<file path="src/mem_pkg.sv">
// widths, vector types, core request and channel structs, fsm state enums
`default_nettype none

package mem_pkg;

  localparam int XLEN      = 64;
  localparam int MEM_WORDS = 512;
  localparam int STRB_W    = XLEN / 8;
  localparam int WIDX_W    = $clog2(MEM_WORDS);

  typedef logic [XLEN-1:0]   word_t;
  typedef logic [XLEN-1:0]   addr_t;
  typedef logic [STRB_W-1:0] strb_t;
  typedef logic [WIDX_W-1:0] widx_t;
  typedef logic [1:0]        acc_size_t;

  // access size codes
  localparam acc_size_t SIZE_B = 2'd0;
  localparam acc_size_t SIZE_H = 2'd1;
  localparam acc_size_t SIZE_W = 2'd2;
  localparam acc_size_t SIZE_D = 2'd3;

  typedef struct packed {
    logic      load;
    logic      store;
    addr_t     addr;
    word_t     wdata;  // low bits of rs2
    acc_size_t size;
    logic      sext;
  } mem_req_t;

  typedef struct packed {
    addr_t addr;
    word_t data;
    strb_t strb;
  } wr_req_t;

  typedef struct packed {
    addr_t addr;
  } rd_req_t;

  typedef enum logic [2:0] {
    ST_IDLE,
    ST_WR_REQ,
    ST_WR_RESP,
    ST_RD_REQ,
    ST_RD_RESP
  } stage_state_t;

  typedef enum logic [1:0] {
    BR_IDLE,
    BR_WRITE,
    BR_READ,
    BR_RESP
  } bridge_state_t;

endpackage

`default_nettype wire

</file>
<file path="src/mem_bridge.sv">
// bridge from write/read channels to the single-port data memory
`timescale 1ns/100ps
`default_nettype none

module mem_bridge (
  input  wire                   clk,
  input  wire                   reset_i,
  input  wire                   wr_valid_i,
  output logic                  wr_ready_o,
  input  wire mem_pkg::wr_req_t wr_req_i,
  output logic                  wr_resp_valid_o,
  input  wire                   wr_resp_ready_i,
  input  wire                   rd_valid_i,
  output logic                  rd_ready_o,
  input  wire mem_pkg::rd_req_t rd_req_i,
  output logic                  rd_resp_valid_o,
  input  wire                   rd_resp_ready_i,
  output mem_pkg::word_t        rd_resp_data_o,
  output logic                  mem_en_o,
  output logic                  mem_we_o,
  output mem_pkg::widx_t        mem_idx_o,
  output mem_pkg::strb_t        mem_strb_o,
  output mem_pkg::word_t        mem_wdata_o,
  input  wire mem_pkg::word_t   mem_rdata_i
);

  mem_pkg::bridge_state_t state_q;
  logic                   op_wr_q;
  logic                   rd_valid_q;
  mem_pkg::widx_t         idx_q;
  mem_pkg::strb_t         strb_q;
  mem_pkg::word_t         data_q;
  mem_pkg::word_t         rd_data_q;

  // write wins when both are pending
  assign wr_ready_o = (state_q == mem_pkg::BR_IDLE) && wr_valid_i;
  assign rd_ready_o = (state_q == mem_pkg::BR_IDLE) && rd_valid_i && !wr_valid_i;

  always_ff @(posedge clk) begin
    if (reset_i) begin
      state_q    <= mem_pkg::BR_IDLE;
      op_wr_q    <= 1'b0;
      rd_valid_q <= 1'b0;
    end else begin
      case (state_q)
        mem_pkg::BR_IDLE: begin
          if (wr_ready_o) begin
            state_q <= mem_pkg::BR_WRITE;
            op_wr_q <= 1'b1;
          end else if (rd_ready_o) begin
            state_q <= mem_pkg::BR_READ;
            op_wr_q <= 1'b0;
          end
        end
        mem_pkg::BR_WRITE: state_q <= mem_pkg::BR_RESP;
        mem_pkg::BR_READ:  state_q <= mem_pkg::BR_RESP;
        mem_pkg::BR_RESP: begin
          if (op_wr_q) begin
            if (wr_resp_ready_i) state_q <= mem_pkg::BR_IDLE;
          end else if (!rd_valid_q) begin
            rd_valid_q <= 1'b1;  // word from sram is out now
          end else if (rd_resp_ready_i) begin
            rd_valid_q <= 1'b0;
            state_q    <= mem_pkg::BR_IDLE;
          end
        end
        default: state_q <= mem_pkg::BR_IDLE;
      endcase
    end
  end

  always_ff @(posedge clk) begin
    if (wr_ready_o) begin
      idx_q  <= wr_req_i.addr[3 +: mem_pkg::WIDX_W];
      strb_q <= wr_req_i.strb;
      data_q <= wr_req_i.data;
    end else if (rd_ready_o) begin
      idx_q <= rd_req_i.addr[3 +: mem_pkg::WIDX_W];
    end
    if (state_q == mem_pkg::BR_RESP && !op_wr_q && !rd_valid_q) begin
      rd_data_q <= mem_rdata_i;
    end
  end

  assign mem_en_o    = (state_q == mem_pkg::BR_WRITE) || (state_q == mem_pkg::BR_READ);
  assign mem_we_o    = (state_q == mem_pkg::BR_WRITE);
  assign mem_idx_o   = idx_q;
  assign mem_strb_o  = strb_q;
  assign mem_wdata_o = data_q;

  assign wr_resp_valid_o = (state_q == mem_pkg::BR_RESP) && op_wr_q;
  assign rd_resp_valid_o = rd_valid_q;
  assign rd_resp_data_o  = rd_data_q;

endmodule

`default_nettype wire

</file>
<file path="config.mk">
export PLATFORM = sky130hd
export DESIGN_NAME = mem_bridge
export DESIGN_NICKNAME = d
export VERILOG_FILES = /design/src/mem_pkg.sv /design/src/mem_bridge.sv
export SDC_FILE = /design/constraint.sdc
export NUM_CORES = 1
export LEC_CHECK = 0
export BUFFER_PORTS_ARGS = -buffer_cell sky130_fd_sc_hd__buf_2
export CORE_AREA = 3 3 161 163
export CTS_BUF_LIST = sky130_fd_sc_hd__clkbuf_8
export CTS_CLUSTER_DIAMETER = 50
export DETAILED_ROUTE_END_ITERATION = 8
export DIE_AREA = 0 0 164 166
export PLACE_DENSITY = 0.47
export SLEW_MARGIN = 20
export SYNTH_ARGS = -nofsm -noshare
export SYNTH_HDL_FRONTEND = slang
export SYNTH_SLANG_ARGS = --single-unit
</file>
<file path="constraint.sdc">
create_clock -name clk -period 6.7 [get_ports clk]
set_input_delay 1.005 -clock clk [delete_from_list [all_inputs] [get_ports clk]]
set_output_delay 1.005 -clock clk [all_outputs]
set_load 0.01 [all_outputs]
</file>
==> key figures, run 1 <==
Cells and area
  – Commonest non-fill, non-tap cell in the layout: buf_2
  – Most frequent cells in the layout: 310 x buf_2, 145 x edfxtp_1, 17 x clkbuf_8
  – Nets: 796
  – Design area: 7190 um2
  – Share of cells above drive strength 1: 0.667
  – Multi-input logic area: 323 um2
  – Final core utilization: 0.294
  – Sequential Area: 4430 um2
  – ANT cells: 0
  – Fillers: 2502
  – Final std cells w/o fill: 859
  – P&R area growth vs syn: 50.9%

Global routing
  – Tot GR Track Use: 0.0948
  – GR Overflow Total: 0
  – Vias in the first global route: 3331
  – Initial antenna violation count: 2
  – Pin count of the biggest net entering global routing: 65
  – First-pass GRT wire length: 19200 um

Routing
  – Routed via count: 3068
  – Antenna Violating Nets Remaining: 0
  – First DRT Iteration DRCs: 110
  – Drt via density: 3.57
  – WL final: 13200 um
  – Pre-antenna DRT Iters: 4
  – Final routed DRC violation total: 0
  – Wire per inst: 15.4 um

Placement
  – IO buf count: 310
  – Post-DP HPWL: 10500 um
  – Post-DP Area: 6740 um2
  – Routability cong.: 0.717
  – Dpl cells: 827

CTS
  – Number of instances resized during post-cts repair: 0
  – Post-CTS setup buffers: 0
  – Clock Tree Buf Depth: 2
  – Clock root buffer: clkbuf_8
  – Worst-skew pair later-pin latency: 0.44 ns
  – CTS Buf Count: 17
  – CTS tree: built
  – Clk pin slew, worst setup/hold paths: 0.08 ns
  – CTS H-tree depth: 4
  – CTS sink count: 149
  – CTS Hold Bufs: 0

Floorplan
  – Core area: 24500 um2
  – Die height: 166 um
  – Initial Util: 0.195
  – Die area: 27200 um2
  – Boundary Pins: 421
  – Cell row count: 57
  – Die X: 164 um

Hold path
  – Hold Crit Start: state_q[0]
  – HP Class: flip-flop to flip-flop

Yosys
  – Top cell type's share of synthesized area: 0.914
  – Biggest area consumer among synthesized cells: edfxtp_1
  – Top cells by area, synth: edfxtp_1 91%, mux2_2 2.1%, dfxtp_1 1.7%
  – Syn Nets: 465
  – Yosys cell types: 19
  – Syn avg cell area: 24.9 um2
  – Post-synthesis xor/xnor area fraction: 0
  – Mapped Area: 4760 um2
  – Synth Area in Simple Gates: 0.0197
  – Ys Warns: 0
  – Sequential area share after synthesis: 0.931
  – Synthesis-stage register bit count: 149
  – Largest family of logic cells by synthesized area: multiplexers
  – Mapped Cells: 191
  – Mux share of post-synthesis cell area: 0.0299
  – Complex-gate fraction of the synthesized area: 0.00604
  – Post-Synth Adder-Cell Area: 0.0105

Worst setup path
  – Critical setup path kind: primary input to primary output
  – Startpoint type of the worst setup path: primary input
  – Crit path arrival time: 2.06 ns
  – Req. time, crit path: 5.69 ns
  – Largest fanout on the critical path: 18
  – Reg2Reg Setup Slack: 4.26 ns
  – Critical path origin: wr_valid_i
  – Setup crit end kind: primary output
  – Worst R2R Start: state_q[1]

Timing
  – Slew Viols, Final: 0
  – RSZ-0062 raised after global routing: false
  – Final hold vios: 0
  – Final setup TNS: 0 ns
  – Max_slew headroom: 0.483
  – Worst-margin pin slew: 0.776 ns
  – Setup violations, final: 0
  – Skew final: 0.0199 ns
  – Final min period: 3.06 ns
  – FMAX: 327 MHz
  – Tcrit/Tclk final: 0.457

Power and ir drop
  – Pwr dens: 344 nW/um2
  – Max rail drop VDD: 0.144 mV
  – Leak Pwr: 3.00 nW
  – Tot Pwr: 2.47 mW

Outcome
  – Status: finished, final reports clean

Run
  – Max-cap violation count: 0
## final timing paths
check / end / cells after the start
setup / recovery: wr_ready_o / 4
hold / removal: state_q[0] / 2
setup reg to reg: mem_wdata_o[24] / 5
hold reg to reg: state_q[0] / 2
## Yosys cell counts
cell type	count
o21bai_1	1
inv_1	4
nor2_1	4
nand2b_1	1
a21oi_1	1
dfxtp_1	4
nand2_1	4
and3_1	1
edfxtp_1	145
ha_1	4
mux2_1	1
a32oi_2	1
nor3_1	1
and2_1	1
mux2_2	9
nand3b_1	2
mux2i_1	3
nand2_2	1
nor2b_1	3
## critical path, stage by stage
cell     delay [ns]
buf_2          0.13
nand2_2        0.20
inv_2          0.47
buf_2          0.23
## per-stage QoR
stage,hold WS (ns),setup WS [ns]
after floorplan,0.482,2.61
after global placement,0.507,3.64
after detailed placement,0.519,3.59
after CTS,0.547,3.56
after global routing,0.597,3.45
final,0.530,3.64
## metal layers
metal  vias up  GRT usage  share of wire
met5         -          0         0.0020
met4         4     0.0298         0.0086
li1       1416          -              -
met1      1431     0.0959           0.35
met3         9     0.0554           0.13
met2       208      0.163           0.50
## report_power, final
part	total, mW	switching, mW	leakage, nW	internal [mW]
Sequential	1.27	0.0446	1.38	1.22
Combinational	0.450	0.278	1.39	0.173
Clock	0.755	0.398	0.223	0.357
Total	2.47	0.720	3.00	1.75
## flip-flops by register name, indices dropped and copies added, names as in the netlist
| signal | count |
|---|---|
| state_q | 2 |
| rd_resp_valid_o | 1 |
| mem_strb_o | 8 |
| rd_resp_data_o | 64 |
| mem_wdata_o | 64 |
| op_wr_q | 1 |
| mem_idx_o | 9 |
## kinds of logic after synthesis
logic type | count (synthesis)
muxes | 13
adders and majority gates | 4
buffers and inverters | 4
AOI/OAI and AO/OA | 3
and+or+nand+nor | 18
DFF | 149
## layout make-up
type / instances / share of cell area
timing repair buffer: 312 / 0.218
sequential: 149 / 0.617
clock inverter: 15 / 0.0294
clock buffer: 17 / 0.0325
multi-input combinational: 38 / 0.0449
tap: 324 / 0.0564
inverter: 4 / 0.00209
Note: power is estimated with default switching activity, not from simulation.
==> run 2, diff against run 1 <==
--- a/config.mk
+++ b/config.mk
@@ -6,12 +6,12 @@
 export NUM_CORES = 1
 export LEC_CHECK = 0
 export BUFFER_PORTS_ARGS = -buffer_cell sky130_fd_sc_hd__buf_2
-export CORE_AREA = 3 3 161 163
+export CORE_AREA = 3 3 162 164
 export CTS_BUF_LIST = sky130_fd_sc_hd__clkbuf_8
 export CTS_CLUSTER_DIAMETER = 50
 export DETAILED_ROUTE_END_ITERATION = 8
-export DIE_AREA = 0 0 164 166
-export PLACE_DENSITY = 0.47
+export DIE_AREA = 0 0 165 167
+export PLACE_DENSITY = 0.46
 export SLEW_MARGIN = 20
 export SYNTH_ARGS = -nofsm -noshare
 export SYNTH_HDL_FRONTEND = slang
==> constraint.sdc (replaced) <==
create_clock -name clk -period 3.1 [get_ports clk]
set_input_delay 0.465 -clock clk [delete_from_list [all_inputs] [get_ports clk]]
set_output_delay 0.465 -clock clk [all_outputs]
set_load 0.01 [all_outputs]
==> run 2 against run 1 <==
Hold slack got worse by 0.33 ns; sequential cell count did not move; combinational power rose by 110%; sequential share of layout area did not move; non-clock buffer count did not move; via count did not move.
==> key figures, run 2 (synthesis gave the netlist of run 1 again) <==
Outcome
  – Status: finished, final reports clean

Global routing
  – First-pass GRT wire length: 19300 um (+0.47%)
  – Tot GR Track Use: 0.0937 (-0.00104)
  – Initial antenna violation count: 1 (-1)
  – Vias in the first global route: 3338 (+0.21%)
  – GR Overflow Total: 0 (unchanged)
  – Pin count of the biggest net entering global routing: 65 (unchanged)

Timing
  – FMAX: 436 MHz
  – Final setup TNS: 0 ns (unchanged)
  – Final min period: 2.29 ns
  – Hold_ws: 0.200 ns (-0.331 ns)
  – Worst-margin pin slew: 0.811 ns (+0.0356 ns)
  – Slew Viols, Final: 0 (unchanged)
  – Skew final: 0.0172 ns (-0.00276 ns)
  – Tcrit/Tclk final: 0.740
  – Setup violations, final: 0 (unchanged)
  – Final hold vios: 0 (unchanged)
  – RSZ-0062 raised after global routing: false
  – Max_slew headroom: 0.459 (-0.0237)

CTS
  – CTS Hold Bufs: 0 (unchanged)
  – CTS Buf Count: 17 (unchanged)
  – Clock root buffer: clkbuf_8
  – Clk pin slew, worst setup/hold paths: 0.09 ns (about the same)
  – Worst-skew pair later-pin latency: 0.43 ns (about the same)
  – CTS tree: built
  – Number of instances resized during post-cts repair: 0 (unchanged)
  – Post-CTS setup buffers: 0 (unchanged)
  – CTS sink count: 149 (unchanged)
  – Clock Tree Buf Depth: 2 (unchanged)
  – CTS H-tree depth: 4 (unchanged)

Routing
  – Drt via density: 3.54 (-0.81%)
  – Metal2 WL: 6960 um (+4.7%)
  – Pre-antenna DRT Iters: 5 (+1)
  – WL final: 13200 um (+0.11%)
  – Final routed DRC violation total: 0 (unchanged)
  – First DRT Iteration DRCs: 160 (+45%)
  – Met3 routed WL: 1220 um (-31%)
  – Top sig layer: met4
  – Routed via count: 3068 (unchanged)
  – Met1 Wirelength: 4840 um (+4.1%)
  – Antenna Violating Nets Remaining: 0 (unchanged)
  – Wire per inst: 15.3 um (-0.70%)

Cells and area
  – Fillers: 2557 (+2.2%)
  – Most frequent cells in the layout: 310 x buf_2, 145 x edfxtp_1, 17 x clkbuf_8
  – P&R area growth vs syn: 50.9% (unchanged)
  – Share of cells above drive strength 1: 0.660 (-0.00748)
  – Commonest non-fill, non-tap cell in the layout: buf_2
  – Nets: 796 (unchanged)

Floorplan
  – Die X: 165 um (+0.61%)
  – Die height: 167 um (+0.60%)
  – Initial Util: 0.190 (-0.00447)
  – Core area: 25000 um2 (+2.3%)
  – Cell row count: 58 (+1.8%)
  – Boundary Pins: 421 (unchanged)
  – Die area: 27600 um2 (+1.2%)

Run
  – Max-cap violation count: 0 (unchanged)

Worst setup path
  – Critical R2R Capture: rd_resp_data_o[6]
  – Setup crit end kind: primary output
  – Reg2reg path depth: 4 (-1)
  – Startpoint type of the worst setup path: flip-flop
  – Max stage delay on crit path: 0.32 ns (-0.15 ns)
  – Req. time, crit path: 2.63 ns (-3.06 ns)
  – Largest fanout on the critical path: 11 (-7)
  – Reg2Reg Setup Slack: 1.06 ns (-3.20 ns)
  – Worst path slowest cell: dfxtp_1
  – Worst-path cell chain: inv_1, ha_1, nand2_2, inv_2, buf_2
  – Crit path arrival time: 1.83 ns (-0.23 ns)
  – Worst R2R Start: state_q[0]
  – Critical setup path kind: flip-flop to primary output

Placement
  – IO buf count: 310 (unchanged)
  – Routability cong.: 0.756 (+5.4%)
  – Post-DP HPWL: 10300 um (-1.5%)

Power and ir drop
  – Tot Pwr: 5.32 mW (+110%)
  – Max rail drop VDD: 0.297 mV (+110%)
  – Leak Pwr: 2.98 nW (-0.44%)
  – Pwr dens: 740 nW/um2 (+110%)

Hold path
  – HP Class: primary input to flip-flop
  – Hold Crit Start: wr_req_i[32]
  – Hold Path Cell Cnt: 1 (-1)
  – Hold EP: mem_wdata_o[24]
run 2: cell count changes in the layout (fill, tap and decap cells not counted), moves of 2 or more:
cell,before,now
bufinv_16,2,4
clkinvlp_4,0,3
clkinv_1,0,3
inv_8,3,0
clkinv_8,4,0
inv_6,4,0
run 2: metal layers:
metal  GRT usage  vias to the layer above
met5           0                        -
met3      0.0410                       13
met4      0.0321                        0
met1      0.0987                     1474
li1            -                     1415
met2       0.165                      166
run 2: how the worst max path moves through the flow:
stage                     from            endpoint  slack, ns
detailed placement  state_q[0]  rd_resp_data_o[57]       1.05
finish              state_q[1]          wr_ready_o       0.81
global route        state_q[1]          wr_ready_o       0.63
global placement    state_q[0]   rd_resp_data_o[7]       1.10
floorplan           state_q[0]   rd_resp_data_o[0]       0.22
CTS                 state_q[1]          wr_ready_o       0.74
run 2: final cells by class:
| type | instances | area [um2] | share of cell area |
|---|---|---|---|
| tap | 330 | 413 | 0.0574 |
| multi-input combinational | 38 | 323 | 0.0449 |
| clock inverter | 15 | 189 | 0.0263 |
| timing repair buffer | 312 | 1580 | 0.220 |
| antenna | 1 | 2.50 | 0.000348 |
| clock buffer | 17 | 234 | 0.0325 |
| inverter | 4 | 15.0 | 0.00209 |
| sequential | 149 | 4430 | 0.617 |
run 2: power by group:
group          leakage (nW)  internal (mW)  switching (mW)
logic                  1.40          0.383           0.583
registers              1.38           2.64          0.0925
clock network         0.206          0.868           0.747
run 2: stage by stage:
| stage | area, um2 | setup slack (ns) | util | cells |
|---|---|---|---|---|
| after floorplan | 4770 | 0.223 | - | 191 |
| after global placement | 6760 | 1.10 | 0.270 | 833 |
| after detailed placement | 6760 | 1.05 | 0.270 | 833 |
| after CTS | 7190 | 0.738 | 0.287 | 865 |
| after global routing | 7190 | 0.634 | 0.287 | 866 |
| final | 7190 | 0.807 | 0.287 | 866 |
run 2: worst max-delay path: cells and delay by family, from the launching register on:
| kind | cells | cell delay (ns) |
|---|---|---|
| buf+inv | 3 | 0.62 |
| flops | 1 | 0.32 |
| simple gates | 1 | 0.20 |
| fa+ha+maj | 1 | 0.26 |
