## config.mk

```make
export PLATFORM = sky130hd
export DESIGN_NAME = mem_stage
export DESIGN_NICKNAME = d
export VERILOG_FILES = /design/src/mem_pkg.sv /design/src/mem_stage.sv
export SDC_FILE = /design/constraint.sdc
export NUM_CORES = 1
export LEC_CHECK = 0
export BUFFER_PORTS_ARGS = -buffer_cell sky130_fd_sc_hd__buf_2
export CORE_ASPECT_RATIO = 0.5
export CORE_UTILIZATION = 35
export DETAILED_ROUTE_END_ITERATION = 10
export GPL_TIMING_DRIVEN = 0
export PLACE_DENSITY = 0.62
export SLEW_MARGIN = 20
export SYNTH_ARGS = -nofsm -noshare
export SYNTH_HDL_FRONTEND = slang
export SYNTH_SLANG_ARGS = --single-unit
```

## constraint.sdc

```tcl
create_clock -name clk -period 8.8 [get_ports clk]
set_clock_uncertainty 0.15 [all_clocks]
set_input_delay 0.88 -clock clk [delete_from_list [all_inputs] [get_ports clk]]
set_output_delay 0.88 -clock clk [all_outputs]
set_load 0.01 [all_outputs]
```

## src/mem_pkg.sv

```systemverilog
// widths, vector types, core request and channel structs, fsm state enums
`default_nettype none

package mem_pkg;

  localparam int XLEN      = 64;
  localparam int MEM_WORDS = 512;
  localparam int STRB_W    = XLEN / 8;
  localparam int WIDX_W    = $clog2(MEM_WORDS);

  typedef logic [XLEN-1:0]   word_t;
  typedef logic [XLEN-1:0]   addr_t;
  typedef logic [STRB_W-1:0] strb_t;
  typedef logic [WIDX_W-1:0] widx_t;
  typedef logic [1:0]        acc_size_t;

  // access size codes
  localparam acc_size_t SIZE_B = 2'd0;
  localparam acc_size_t SIZE_H = 2'd1;
  localparam acc_size_t SIZE_W = 2'd2;
  localparam acc_size_t SIZE_D = 2'd3;

  typedef struct packed {
    logic      load;
    logic      store;
    addr_t     addr;
    word_t     wdata;  // low bits of rs2
    acc_size_t size;
    logic      sext;
  } mem_req_t;

  typedef struct packed {
    addr_t addr;
    word_t data;
    strb_t strb;
  } wr_req_t;

  typedef struct packed {
    addr_t addr;
  } rd_req_t;

  typedef enum logic [2:0] {
    ST_IDLE,
    ST_WR_REQ,
    ST_WR_RESP,
    ST_RD_REQ,
    ST_RD_RESP
  } stage_state_t;

  typedef enum logic [1:0] {
    BR_IDLE,
    BR_WRITE,
    BR_READ,
    BR_RESP
  } bridge_state_t;

endpackage

`default_nettype wire

```

## src/mem_stage.sv

```systemverilog
// memory stage with lane alignment, write and read request channels, load extension
`timescale 1ns/100ps
`default_nettype none

module mem_stage (
  input  wire                    clk,
  input  wire                    reset_i,
  input  wire mem_pkg::mem_req_t req_i,
  output logic                   wr_valid_o,
  input  wire                    wr_ready_i,
  output mem_pkg::wr_req_t       wr_req_o,
  input  wire                    wr_resp_valid_i,
  output logic                   wr_resp_ready_o,
  output logic                   rd_valid_o,
  input  wire                    rd_ready_i,
  output mem_pkg::rd_req_t       rd_req_o,
  input  wire                    rd_resp_valid_i,
  output logic                   rd_resp_ready_o,
  input  wire mem_pkg::word_t    rd_resp_data_i,
  output logic                   busy_o,
  output logic                   done_o,
  output mem_pkg::word_t         rdata_o
);

  mem_pkg::stage_state_t state_q;
  mem_pkg::addr_t        addr_q;
  mem_pkg::word_t        wdata_q;
  mem_pkg::strb_t        strb_q;
  mem_pkg::acc_size_t    size_q;
  logic                  sext_q;
  logic                  done_q;
  mem_pkg::word_t        rdata_q;
  mem_pkg::strb_t        size_mask;
  mem_pkg::word_t        shifted;
  mem_pkg::word_t        ext_data;
  logic [2:0]            req_off;
  logic                  strobe;

  assign req_off = req_i.addr[2:0];
  assign strobe  = (state_q == mem_pkg::ST_IDLE) && (req_i.load || req_i.store);

  always_comb begin
    size_mask = 8'hff;
    case (req_i.size)
      mem_pkg::SIZE_B: size_mask = 8'h01;
      mem_pkg::SIZE_H: size_mask = 8'h03;
      mem_pkg::SIZE_W: size_mask = 8'h0f;
      mem_pkg::SIZE_D: size_mask = 8'hff;
    endcase
  end

  always_ff @(posedge clk) begin
    if (reset_i) begin
      state_q <= mem_pkg::ST_IDLE;
      done_q  <= 1'b0;
    end else begin
      done_q <= 1'b0;
      case (state_q)
        mem_pkg::ST_IDLE: begin
          if (req_i.store) begin
            state_q <= mem_pkg::ST_WR_REQ;
          end else if (req_i.load) begin
            state_q <= mem_pkg::ST_RD_REQ;
          end
        end
        mem_pkg::ST_WR_REQ:  if (wr_ready_i) state_q <= mem_pkg::ST_WR_RESP;
        mem_pkg::ST_RD_REQ:  if (rd_ready_i) state_q <= mem_pkg::ST_RD_RESP;
        mem_pkg::ST_WR_RESP: begin
          if (wr_resp_valid_i) begin
            state_q <= mem_pkg::ST_IDLE;
            done_q  <= 1'b1;
          end
        end
        mem_pkg::ST_RD_RESP: begin
          if (rd_resp_valid_i) begin
            state_q <= mem_pkg::ST_IDLE;
            done_q  <= 1'b1;
          end
        end
        default: state_q <= mem_pkg::ST_IDLE;
      endcase
    end
  end

  // payload captured once per access
  always_ff @(posedge clk) begin
    if (strobe) begin
      addr_q  <= req_i.addr;
      wdata_q <= req_i.wdata << {req_off, 3'b000};
      strb_q  <= size_mask << req_off;
      size_q  <= req_i.size;
      sext_q  <= req_i.sext;
    end
    if (state_q == mem_pkg::ST_RD_RESP && rd_resp_valid_i) begin
      rdata_q <= ext_data;  // same edge as done
    end
  end

  // move addressed field down, then extend
  always_comb begin
    shifted  = rd_resp_data_i >> {addr_q[2:0], 3'b000};
    ext_data = shifted;
    case (size_q)
      mem_pkg::SIZE_B: ext_data = {{(mem_pkg::XLEN-8){sext_q & shifted[7]}}, shifted[7:0]};
      mem_pkg::SIZE_H: ext_data = {{(mem_pkg::XLEN-16){sext_q & shifted[15]}}, shifted[15:0]};
      mem_pkg::SIZE_W: ext_data = {{(mem_pkg::XLEN-32){sext_q & shifted[31]}}, shifted[31:0]};
      mem_pkg::SIZE_D: ext_data = shifted;
    endcase
  end

  assign wr_valid_o      = (state_q == mem_pkg::ST_WR_REQ);
  assign wr_req_o        = mem_pkg::wr_req_t'{addr: addr_q, data: wdata_q, strb: strb_q};
  assign wr_resp_ready_o = (state_q == mem_pkg::ST_WR_RESP);
  assign rd_valid_o      = (state_q == mem_pkg::ST_RD_REQ);
  assign rd_req_o        = mem_pkg::rd_req_t'{addr: addr_q};
  assign rd_resp_ready_o = (state_q == mem_pkg::ST_RD_RESP);
  assign busy_o          = (state_q != mem_pkg::ST_IDLE);
  assign done_o          = done_q;
  assign rdata_o         = rdata_q;

endmodule

`default_nettype wire

```

==> qor.txt, run 1 <==
Pwr Density -> 211.7 nW/µm²
buffer depth of the longest clock path -> 3
Clock transition at path regs -> 0.07 ns
Primary FF master, synth -> edfxtp_1
first drt pass iteration count -> 5
Remaining DRCs -> 0
synthesized area -> 11,080 µm²
P&R area growth vs syn -> 33.57%
share of the synthesized area in the top cell type -> 55.04%
root buffer cell -> clkbuf_16
Clk Latency, worst-skew pair -> 0.52 ns
post-CTS sizing -> 0
slowest CP cell -> edfxtp_1
routed len/inst -> 22.27 µm
count leader, synth -> edfxtp_1
RSZ-0062 raised after global routing -> false
relative slew slack -> 36.87%
Synth Area in XOR/XNOR -> 0%
Psw -> 0.9628 mW
status -> finished clean
Worst VDD drop -> 152.5 µV
Final Hold Viols -> 0
Final Max Slew Viols -> 0
FF-to-FF path depth -> 7
Seq/Total Area, Yosys -> 55.76%
die span in x -> 253.6 µm
Synth area leader -> edfxtp_1
first-pass GRT wire length -> 58,210 µm
max incr delay on CP -> 0.44 ns
vias in the first global route -> 9,307
Clock H-tree levels -> 1
Final ANT Viol Nets -> 0
largest net degree at the start of global routing -> 47
layout cells sized above 1 -> 46.76%
Largest delay share family, worst path -> buffers and inverters
Routed WL -> 40,770 µm
commonest cells in the synthesized netlist -> edfxtp_1, mux2i_1, buf_4, nand2_1, o21ai_0
Die ar. -> 32,400 µm²
post-synthesis mux area share -> 18.83%
CTS Hold Bufs -> 0
Compound-Gate Fraction of Synth Area -> 7.298%
fin crit share -> 35.91%
Synth warnings -> 0
crit path from -> rd_req_o[0]
final worst setup slack -> 5.640 ns
Hold Path Class -> in -> reg
Syn Inst Count -> 889
Worst EP arrival -> 3.28 ns
worst r2r src -> rd_req_o[0]
Synth cell types -> 43
Max Fclk -> 316.4 MHz
clock network power share -> 29.5%
GRT Overall Usage -> 24.03%
Sequential Power Share -> 42.1%
largest family of logic cells by synthesized area -> multiplexers
CP Cell Sequence -> buf_4 -> buf_4 -> buf_2 -> buf_2 -> mux2i_1 -> mux2i_1 -> mux2_2
Final #Nets -> 1,594
final setup fails -> 0
WS Path Type -> reg -> reg
Reg2Reg Capture Point -> rdata_o[0]
Crit. End Element -> register
CTS sink cnt -> 207
IO Pins -> 473
Detail Placement HPWL -> 32,110 µm
Final GP Congestion -> 0.9735
CTS Buf Count -> 21
vias after detailed routing -> 9,649
Req. time, crit path -> 8.92 ns
CP max FO -> 10
asr flop ratio synth -> 0%
Core ar. -> 30,740 µm²
DP Area -> 14,110 µm²
Slew @ Worst Pin -> 0.9435 ns
row cnt -> 45
total power -> 3.132 mW
input/output buffers -> 472
logic gate share of total power -> 28.4%
simple-gate share of the synthesized area -> 10.82%
switching share of power -> 30.74%
#FFs+latches synth -> 207
number of flops mapped to enable cells by yosys -> 203
initial core utilization -> 36.03%
post-CTS repair timing setup buffer count -> 0
GR Overflow Total -> 0
CP endpoint -> rdata_o[0]
Mapped Nets -> 1,092
drt initial violations -> 811
Lkg Pwr -> 6.478 nW
antenna violations before repair -> 3
WP buf/inv -> 4
Avg Cell Area, Syn -> 12.46 µm²
Reg2Reg Setup Slack -> 5.64 ns
internal power -> 2.169 mW
Vias/cell -> 5.270
Adder-Cell Fraction of Synth Area -> 0%
Place WS -> 5.332 ns
fin area -> 14,790 µm²
Die Ht -> 127.8 µm
synth top area cells -> edfxtp_1, mux2i_1, mux4_2
CTS tree -> yes
Max-cap violations -> 0
Period minus WS final -> 3.160 ns
Crit. path cell count -> 7
Hold Path Depth -> 1
Setup crit start kind -> register
==> cell families after synthesis <==
group / Yosys count
muxes: 168
and+or+nand+nor: 242
AOI/OAI and AO/OA: 135
DFF: 207
buffers and inverters: 137
==> power by group through the flow <==
stage	registers [mW]	clock network (mW)	logic, mW
floorplan	1.41	0	0.435
global placement	1.38	0	0.843
detailed placement	1.34	0	0.881
CTS	1.32	0.945	0.885
global route	1.33	0.979	0.945
finish	1.32	0.924	0.889
==> through the flow <==
stage | utilization (%) | std cells | TNS, ns | hold WS, ns
finish | 48.12 | 1831 | 0 | 0.3769
global route | 48.12 | 1831 | 0 | 0.3500
CTS | 48.10 | 1828 | 0 | 0.3555
detailed placement | 45.89 | 1791 | 0 | 0.5310
global placement | 45.43 | 1784 | -201.53 | 0.4939
floorplan | - | 889 | 0 | 0.4828
==> registers in the layout, indices dropped and copies added (netlist names) <==
register,count
done_o,1
rd_req_o,64
rdata_o,64
sext_q,1
size_q,2
state_q,3
strb_q,8
wdata_q,64
==> cell usage in the layout, fill, tap and decap left out, types with 17 or more instances in the layout <==
cell       instances
a21oi_1           23
buf_2            484
buf_4             66
clkbuf_1          45
clkbuf_16         21
edfxtp_1         203
mux2_2            32
mux2i_1          106
mux4_2            29
nand2_1           66
nand4_1           32
nor2_1            54
nor2b_1           31
o21ai_0           62
o22ai_1           17
==> how the worst min path moves through the flow <==
| stage | start | slack (ns) | endpoint |
|---|---|---|---|
| 5_1_grt | req_i[106] | 0.35 | rd_req_o[39] |
| 4_1_cts | req_i[106] | 0.36 | rd_req_o[39] |
| 3_3_place_gp | state_q[1] | 0.49 | state_q[2] |
| 2_1_floorplan | state_q[1] | 0.48 | state_q[2] |
| 6_report | req_i[106] | 0.38 | rd_req_o[39] |
| 3_5_place_dp | state_q[1] | 0.53 | state_q[2] |
==> final cells by class <==
| class | instances | area, µm² |
|---|---|---|
| Fill cell | 2881 | 15950 |
| Sequential cell | 207 | 6176 |
| Multi-Input combinational cell | 545 | 4109 |
| Timing Repair Buffer | 479 | 2487 |
| Buffer | 134 | 795.8 |
| Clock buffer | 25 | 540.5 |
| Tap cell | 423 | 529.3 |
| Clock inverter | 12 | 137.6 |
| Inverter | 3 | 11.26 |
| Antenna cell | 3 | 7.507 |
==> per-layer routing <==
metal  global-route usage, %  part of all wire, %  vias up
met5                       0                    0        -
met4                   9.055                  3.3        0
met3                   3.736                  5.9       81
met2                   40.21                   49      429
met1                   31.55                   41     4840
li1                        -                    -     4299
==> worst register-to-register path, stage by stage (launching register included) <==
cell and delay (ns):
edfxtp_1 0.44, buf_4 0.28, buf_4 0.27, buf_2 0.36, buf_2 0.41, mux2i_1 0.42
mux2i_1 0.25, mux2_2 0.33
Note: power is estimated with default switching activity, not from simulation.
==> run 2, diff against run 1 <==
==> constraint.sdc (replaced) <==
create_clock -name clk -period 3.3 [get_ports clk]
set_clock_uncertainty 0.15 [all_clocks]
set_input_delay 0.33 -clock clk [delete_from_list [all_inputs] [get_ports clk]]
set_output_delay 0.33 -clock clk [all_outputs]
set_load 0.01 [all_outputs]
==> run 2 against run 1 <==
- non-clock buffer count is 77 higher
- die area unchanged
- power rose to 2.7 times the previous value
- via count rose by 3.8%
- global-route usage up 0.98 points
- first-iteration DRC count fell by 12%
- maximum frequency is 0.22% lower
- sequential share of layout area is 2.1 points lower
- register-to-register slack worse by 5.5 ns
- routed wire length up 3.0%
- critical endpoint is now rdata_o[4]
- largest cell class unchanged
- largest power group unchanged
- highest routed layer unchanged
==> qor.txt, run 2 (synthesis results as in run 1) <==
status -> finished clean
RSZ-0062 raised after global routing -> false
CTS tree -> yes
fin area -> 15,590 µm²
WS Path Type -> reg -> reg
Req. time, crit path -> 3.43 ns
Vias/cell -> 5.250
Final GP Congestion -> 0.9500
Psw -> 2.620 mW
Crit. End Element -> register
Lkg Pwr -> 6.806 nW
Slew @ Worst Pin -> 0.9955 ns
Sequential Power Share -> 41.8%
CTS sink cnt -> 207
Detail Placement HPWL -> 32,100 µm
commonest non-fill, non-tap cells in the layout -> buf_2, edfxtp_1, mux2i_1
final setup fails -> 0
fin crit share -> 95.97%
GR Overflow Total -> 0
Final Hold Viols -> 0
Util after Layout -> 50.71%
antenna violations before repair -> 0
IO Pins -> 473
initial core utilization -> 36.03%
input/output buffers -> 472
multi-input logic area -> 4111 µm²
GRT Overall Usage -> 25.00%
Die Ht -> 127.8 µm
internal power -> 5.800 mW
die span in x -> 253.6 µm
Setup crit start kind -> register
Remaining DRCs -> 0
first-pass GRT wire length -> 60,680 µm
post-CTS sizing -> 0
Max-cap violations -> 0
Period minus WS final -> 3.167 ns
worst r2r src -> rd_req_o[0]
Routed WL -> 42,010 µm
Pwr Density -> 540.1 nW/µm²
crit path from -> rd_req_o[0]
buffer depth of the longest clock path -> 3
routed len/inst -> 22.03 µm
logic gate share of total power -> 29.4%
Final ANT Viol Nets -> 0
layout cells sized above 1 -> 44.57%
Final #Nets -> 1,672
Worst VDD drop -> 245.2 µV
dpl cells -> 1,790
Worst EP arrival -> 3.29 ns
Hold Path Class -> in -> reg
largest net degree at the start of global routing -> 39
Die ar. -> 32,400 µm²
final non-filler cell total -> 1,907
Clock transition at path regs -> 0.07 ns
P&R area growth vs syn -> 40.76%
drt initial violations -> 711
post-CTS repair timing setup buffer count -> 0
vias in the first global route -> 9,882
number of fill cells -> 2,767
CP max FO -> 10
Final Max Slew Viols -> 0
switching share of power -> 31.11%
register area -> 6176 µm²
DP Area -> 14,110 µm²
Clock H-tree levels -> 1
first drt pass iteration count -> 5
relative slew slack -> 32.68%
clock network power share -> 28.9%
hold_sp -> req_i[7]
CTS Buf Count -> 22
Max Fclk -> 315.7 MHz
Clk Latency, worst-skew pair -> 0.52 ns
root buffer cell -> clkbuf_16
row cnt -> 45
vias after detailed routing -> 10,010
Core ar. -> 30,740 µm²
commonest non-fill, non-tap cell in the layout -> buf_2
-- run 2: cell count changes in the layout (fill, tap and decap cells not counted), sizes merged --
| cell | change |
|---|---|
| diode | -2 |
| inv | +1 |
| buf | -1 |
| dlygate4sd3 | +78 |
| bufinv | -2 |
| clkinvlp | +2 |
-- run 2: per-stage QoR --
step / power, mW / hold slack (ns) / setup WS [ns] / setup TNS, ns
floorplan: 4.875 / 0.2491 / 0.01649 / 0
CTS: 8.483 / 0.01806 / 0.1386 / 0
detailed placement: 5.931 / 0.3584 / 0.1556 / 0
global route: 8.760 / 0.04948 / 0.03582 / 0
finish: 8.420 / 0.06009 / 0.1329 / 0
global placement: 5.858 / 0.3575 / -0.8482 / -120.83
-- run 2: final timing paths --
check | cells past startpoint | slack [ns] | endpoint
worst max-delay path | 7 | 0.13 | rdata_o[4]
worst min register to register | 2 | 0.58 | state_q[0]
worst max register to register | 7 | 0.13 | rdata_o[4]
worst min-delay path | 2 | 0.06 | wdata_q[4]
-- run 2: power groups by stage --
stage	combinational, mW	sequential, mW	clock [mW]
after floorplan	1.17	3.71	0
after global routing	2.63	3.54	2.59
after global placement	2.26	3.59	0
after detailed placement	2.36	3.57	0
final	2.47	3.52	2.43
after CTS	2.45	3.52	2.52
-- run 2: critical path, stage by stage (launching register included) --
cell and delay, ns:
edfxtp_1 0.45, buf_4 0.28, buf_4 0.27, buf_2 0.36, buf_2 0.39, mux2i_1 0.39, mux2i_1 0.25, mux2_2 0.34
-- run 2: repair_timing --
action / CTS / global route
endpoints found under the hold margin: 79 / 0
hold buffers: 78 / 0
setup endpoints to repair: 0 / 0
-- run 2: layout make-up --
| class | count | share of cell area (%) |
|---|---|---|
| timing repair buffer | 556 | 20.98 |
| inverter | 3 | 0.07223 |
| buffer | 134 | 5.104 |
| clock buffer | 25 | 3.740 |
| sequential | 207 | 39.61 |
| clock inverter | 13 | 0.7063 |
| antenna | 1 | 0.01605 |
| multi-input combinational | 545 | 26.37 |
| tap | 423 | 3.395 |
-- run 2: layer usage --
layer	wire length [µm]	vias up	track usage (%)
met5	0	-	0
met1	17500	5038	32.93
met2	20940	440	42.84
li1	-	4448	-
met4	1327	0	7.772
met3	2237	86	3.431
==> run 3, diff against run 2 <==
--- a/config.mk
+++ b/config.mk
@@ -5,12 +5,14 @@
 export SDC_FILE = /design/constraint.sdc
 export NUM_CORES = 1
 export LEC_CHECK = 0
+export ABC_AREA = 1
 export BUFFER_PORTS_ARGS = -buffer_cell sky130_fd_sc_hd__buf_2
 export CORE_ASPECT_RATIO = 0.5
 export CORE_UTILIZATION = 35
 export DETAILED_ROUTE_END_ITERATION = 10
 export GPL_TIMING_DRIVEN = 0
 export PLACE_DENSITY = 0.62
+export SKIP_LAST_GASP = 1
 export SLEW_MARGIN = 20
 export SYNTH_ARGS = -nofsm -noshare
 export SYNTH_HDL_FRONTEND = slang
==> run 3 against run 2 <==
- die area down 1.8%
- clock-buffer cell count decreased by 3
- power rose by 22%
- non-clock buffer count is 2 higher
- first-iteration DRC count rose by 39%
- sequential power increased by 11%
- critical path depth decreased by 1
- cell count up 14%
- via count up 9.8%
- global-route usage increased by 1.7 points
==> qor.txt, run 3 <==
status -> finished clean
Clock transition at path regs -> 0.07 ns
root buffer cell -> clkbuf_16
number of flops mapped to enable cells by yosys -> 203
RSZ-0062 raised after global routing -> false
Slew @ Worst Pin -> 0.7390 ns
input/output buffers -> 472
Final Max Slew Viols -> 0
Die ar. -> 31,820 µm²
asr flop ratio synth -> 0%
logic gate share of total power -> 36.2%
Final #Nets -> 1,939
Synth warnings -> 0
Worst EP arrival -> 2.46 ns
slowest CP cell -> edfxtp_1
Period minus WS final -> 2.401 ns
P&R area growth vs syn -> 41.52%
CTS tree -> yes
vias after detailed routing -> 11,000
Remaining DRCs -> 0
initial core utilization -> 35.70%
count leader, synth -> nand2_1
routed len/inst -> 20.27 µm
Detail Placement HPWL -> 33,780 µm
commonest cells in the synthesized netlist -> nand2_1, edfxtp_1, o21ai_0, nand3_1, buf_4
Seq/Total Area, Yosys -> 56.80%
Setup crit start kind -> register
CTS sink cnt -> 207
Clock H-tree levels -> 1
largest net degree at the start of global routing -> 35
Mapped Nets -> 1,366
Reg2Reg Setup Slack -> 0.90 ns
max incr delay on CP -> 0.51 ns
Lkg Pwr -> 7.128 nW
Final ANT Viol Nets -> 0
drt initial violations -> 990
antenna violations before repair -> 3
Final GP Congestion -> 0.9977
Die Ht -> 126.6 µm
CTS Buf Count -> 21
first drt pass iteration count -> 6
number of fill cells -> 2,916
Avg Cell Area, Syn -> 9.349 µm²
Hold Path Sink -> wdata_q[5]
Pwr Density -> 667.5 nW/µm²
Crit. End Element -> register
CP max FO -> 10
Final Hold Viols -> 0
buffer depth of the longest clock path -> 3
Syn Inst Count -> 1,163
first-pass GRT wire length -> 63,740 µm
commonest non-fill, non-tap cells in the layout -> buf_2, nand2_1, edfxtp_1
relative slew slack -> 50.73%
WS Path Type -> reg -> reg
internal power -> 6.605 mW
vias in the first global route -> 10,540
Max Fclk -> 416.4 MHz
final setup fails -> 0
Hold WS -> 0.03218 ns
synth top area cells -> edfxtp_1, nand2_1, buf_4
GRT Overall Usage -> 26.71%
#FFs+latches synth -> 207
Primary FF master, synth -> edfxtp_1
GR Overflow Total -> 0
share of the synthesized area in the top cell type -> 56.06%
Hold Path Depth -> 3
FF-to-FF path depth -> 6
Worst VDD drop -> 423.1 µV
Final TNS setup -> 0 ns
Core ar. -> 30,460 µm²
post-CTS sizing -> 0
post-CTS repair timing setup buffer count -> 0
synthesized area -> 10,870 µm²
hold_sp -> req_i[8]
die span in x -> 251.3 µm
IO Pins -> 473
Max-cap violations -> 0
Vias/cell -> 5.051
switching share of power -> 35.69%
Sequential Power Share -> 37.8%
CP Cell Sequence -> inv_2 -> buf_2 -> buf_1 -> nand2_1 -> o211ai_1 -> nand4_1
Req. time, crit path -> 3.36 ns
Synth cell types -> 34
Routed WL -> 44,120 µm
Psw -> 3.666 mW
layout cells sized above 1 -> 37.01%
worst r2r src -> rd_req_o[1]
Clk Latency, worst-skew pair -> 0.52 ns
Hold Path Class -> in -> reg
fin crit share -> 72.77%
Synth area leader -> edfxtp_1
commonest non-fill, non-tap cell in the layout -> buf_2
row cnt -> 45
clock network power share -> 26.0%
Reg2Reg Capture Point -> rdata_o[32]
==> run 3: cell families after synthesis <==
family                 Yosys count  synth area share [%]
flip-flops                     207                 56.80
multiplexers                    21                 1.933
AND/OR/NAND/NOR                550                 21.78
buffers and inverters          203                 10.06
AO/OA/AOI/OAI                  182                 9.425
==> run 3: routing by layer <==
layer / wire length [µm] / track usage (%) / vias to the layer above
met4: 1753 / 10.04 / 0
met3: 2898 / 4.617 / 102
li1: - / - / 5108
met2: 21300 / 45.69 / 519
met5: 0 / 0 / -
met1: 18160 / 34.02 / 5267
==> run 3: final cells by class <==
type / count / area [µm²] / area share [%]
Tap cell: 423 / 529.3 / 3.440
Antenna cell: 3 / 7.507 / 0.04879
Sequential cell: 207 / 6180 / 40.16
Buffer: 142 / 862.1 / 5.603
Inverter: 61 / 235.2 / 1.529
Clock inverter: 16 / 217.7 / 1.415
Multi-Input combinational cell: 753 / 3616 / 23.50
Clock buffer: 22 / 529.3 / 3.440
Timing Repair Buffer: 550 / 3211 / 20.87
==> run 3: repair_timing <==
action / in CTS / in global routing
setup endpoints to repair: 0 / 0
hold buffers: 72 / 0
hold endpoints to repair: 72 / 0
==> run 3: worst max path at each step <==
stage,end,slack (ns),startpoint
after floorplan,rd_req_o[0],0.02,state_q[0]
after global placement,wdata_q[44],-1.16,req_i[131]
after detailed placement,rdata_o[32],1.01,rd_req_o[1]
after CTS,rdata_o[32],0.98,rd_req_o[1]
after global routing,rdata_o[32],0.82,rd_req_o[1]
final,rdata_o[32],0.90,rd_req_o[1]
==> run 3: power groups by stage <==
stage / Clock, mW / Sequential [mW] / Combinational [mW]
after floorplan: 0 / 4.19 / 1.77
after global placement: 0 / 4.01 / 3.50
after detailed placement: 0 / 3.93 / 3.60
after CTS: 2.71 / 3.89 / 3.68
after global routing: 2.81 / 3.94 / 3.97
final: 2.67 / 3.89 / 3.72
==> run 3: worst max-delay path: cells and delay by family, from the launching register on <==
family	cells	cell delay, ns
compound gates	1	0.13
buf+inv	3	0.92
flops	1	0.51
simple gates	2	0.37
==> run 3: per-stage QoR <==
step	power [mW]	util [%]	area [µm²]	worst slack, ns	cells
2_1_floorplan	5.954	-	10890	0.01707	1163
3_3_place_gp	7.515	45.24	13780	-1.158	2058
3_5_place_dp	7.531	45.67	13910	1.007	2064
4_1_cts	10.28	50.49	15380	0.9808	2174
5_1_grt	10.72	50.52	15390	0.8190	2177
6_report	10.27	50.52	15390	0.8987	2177
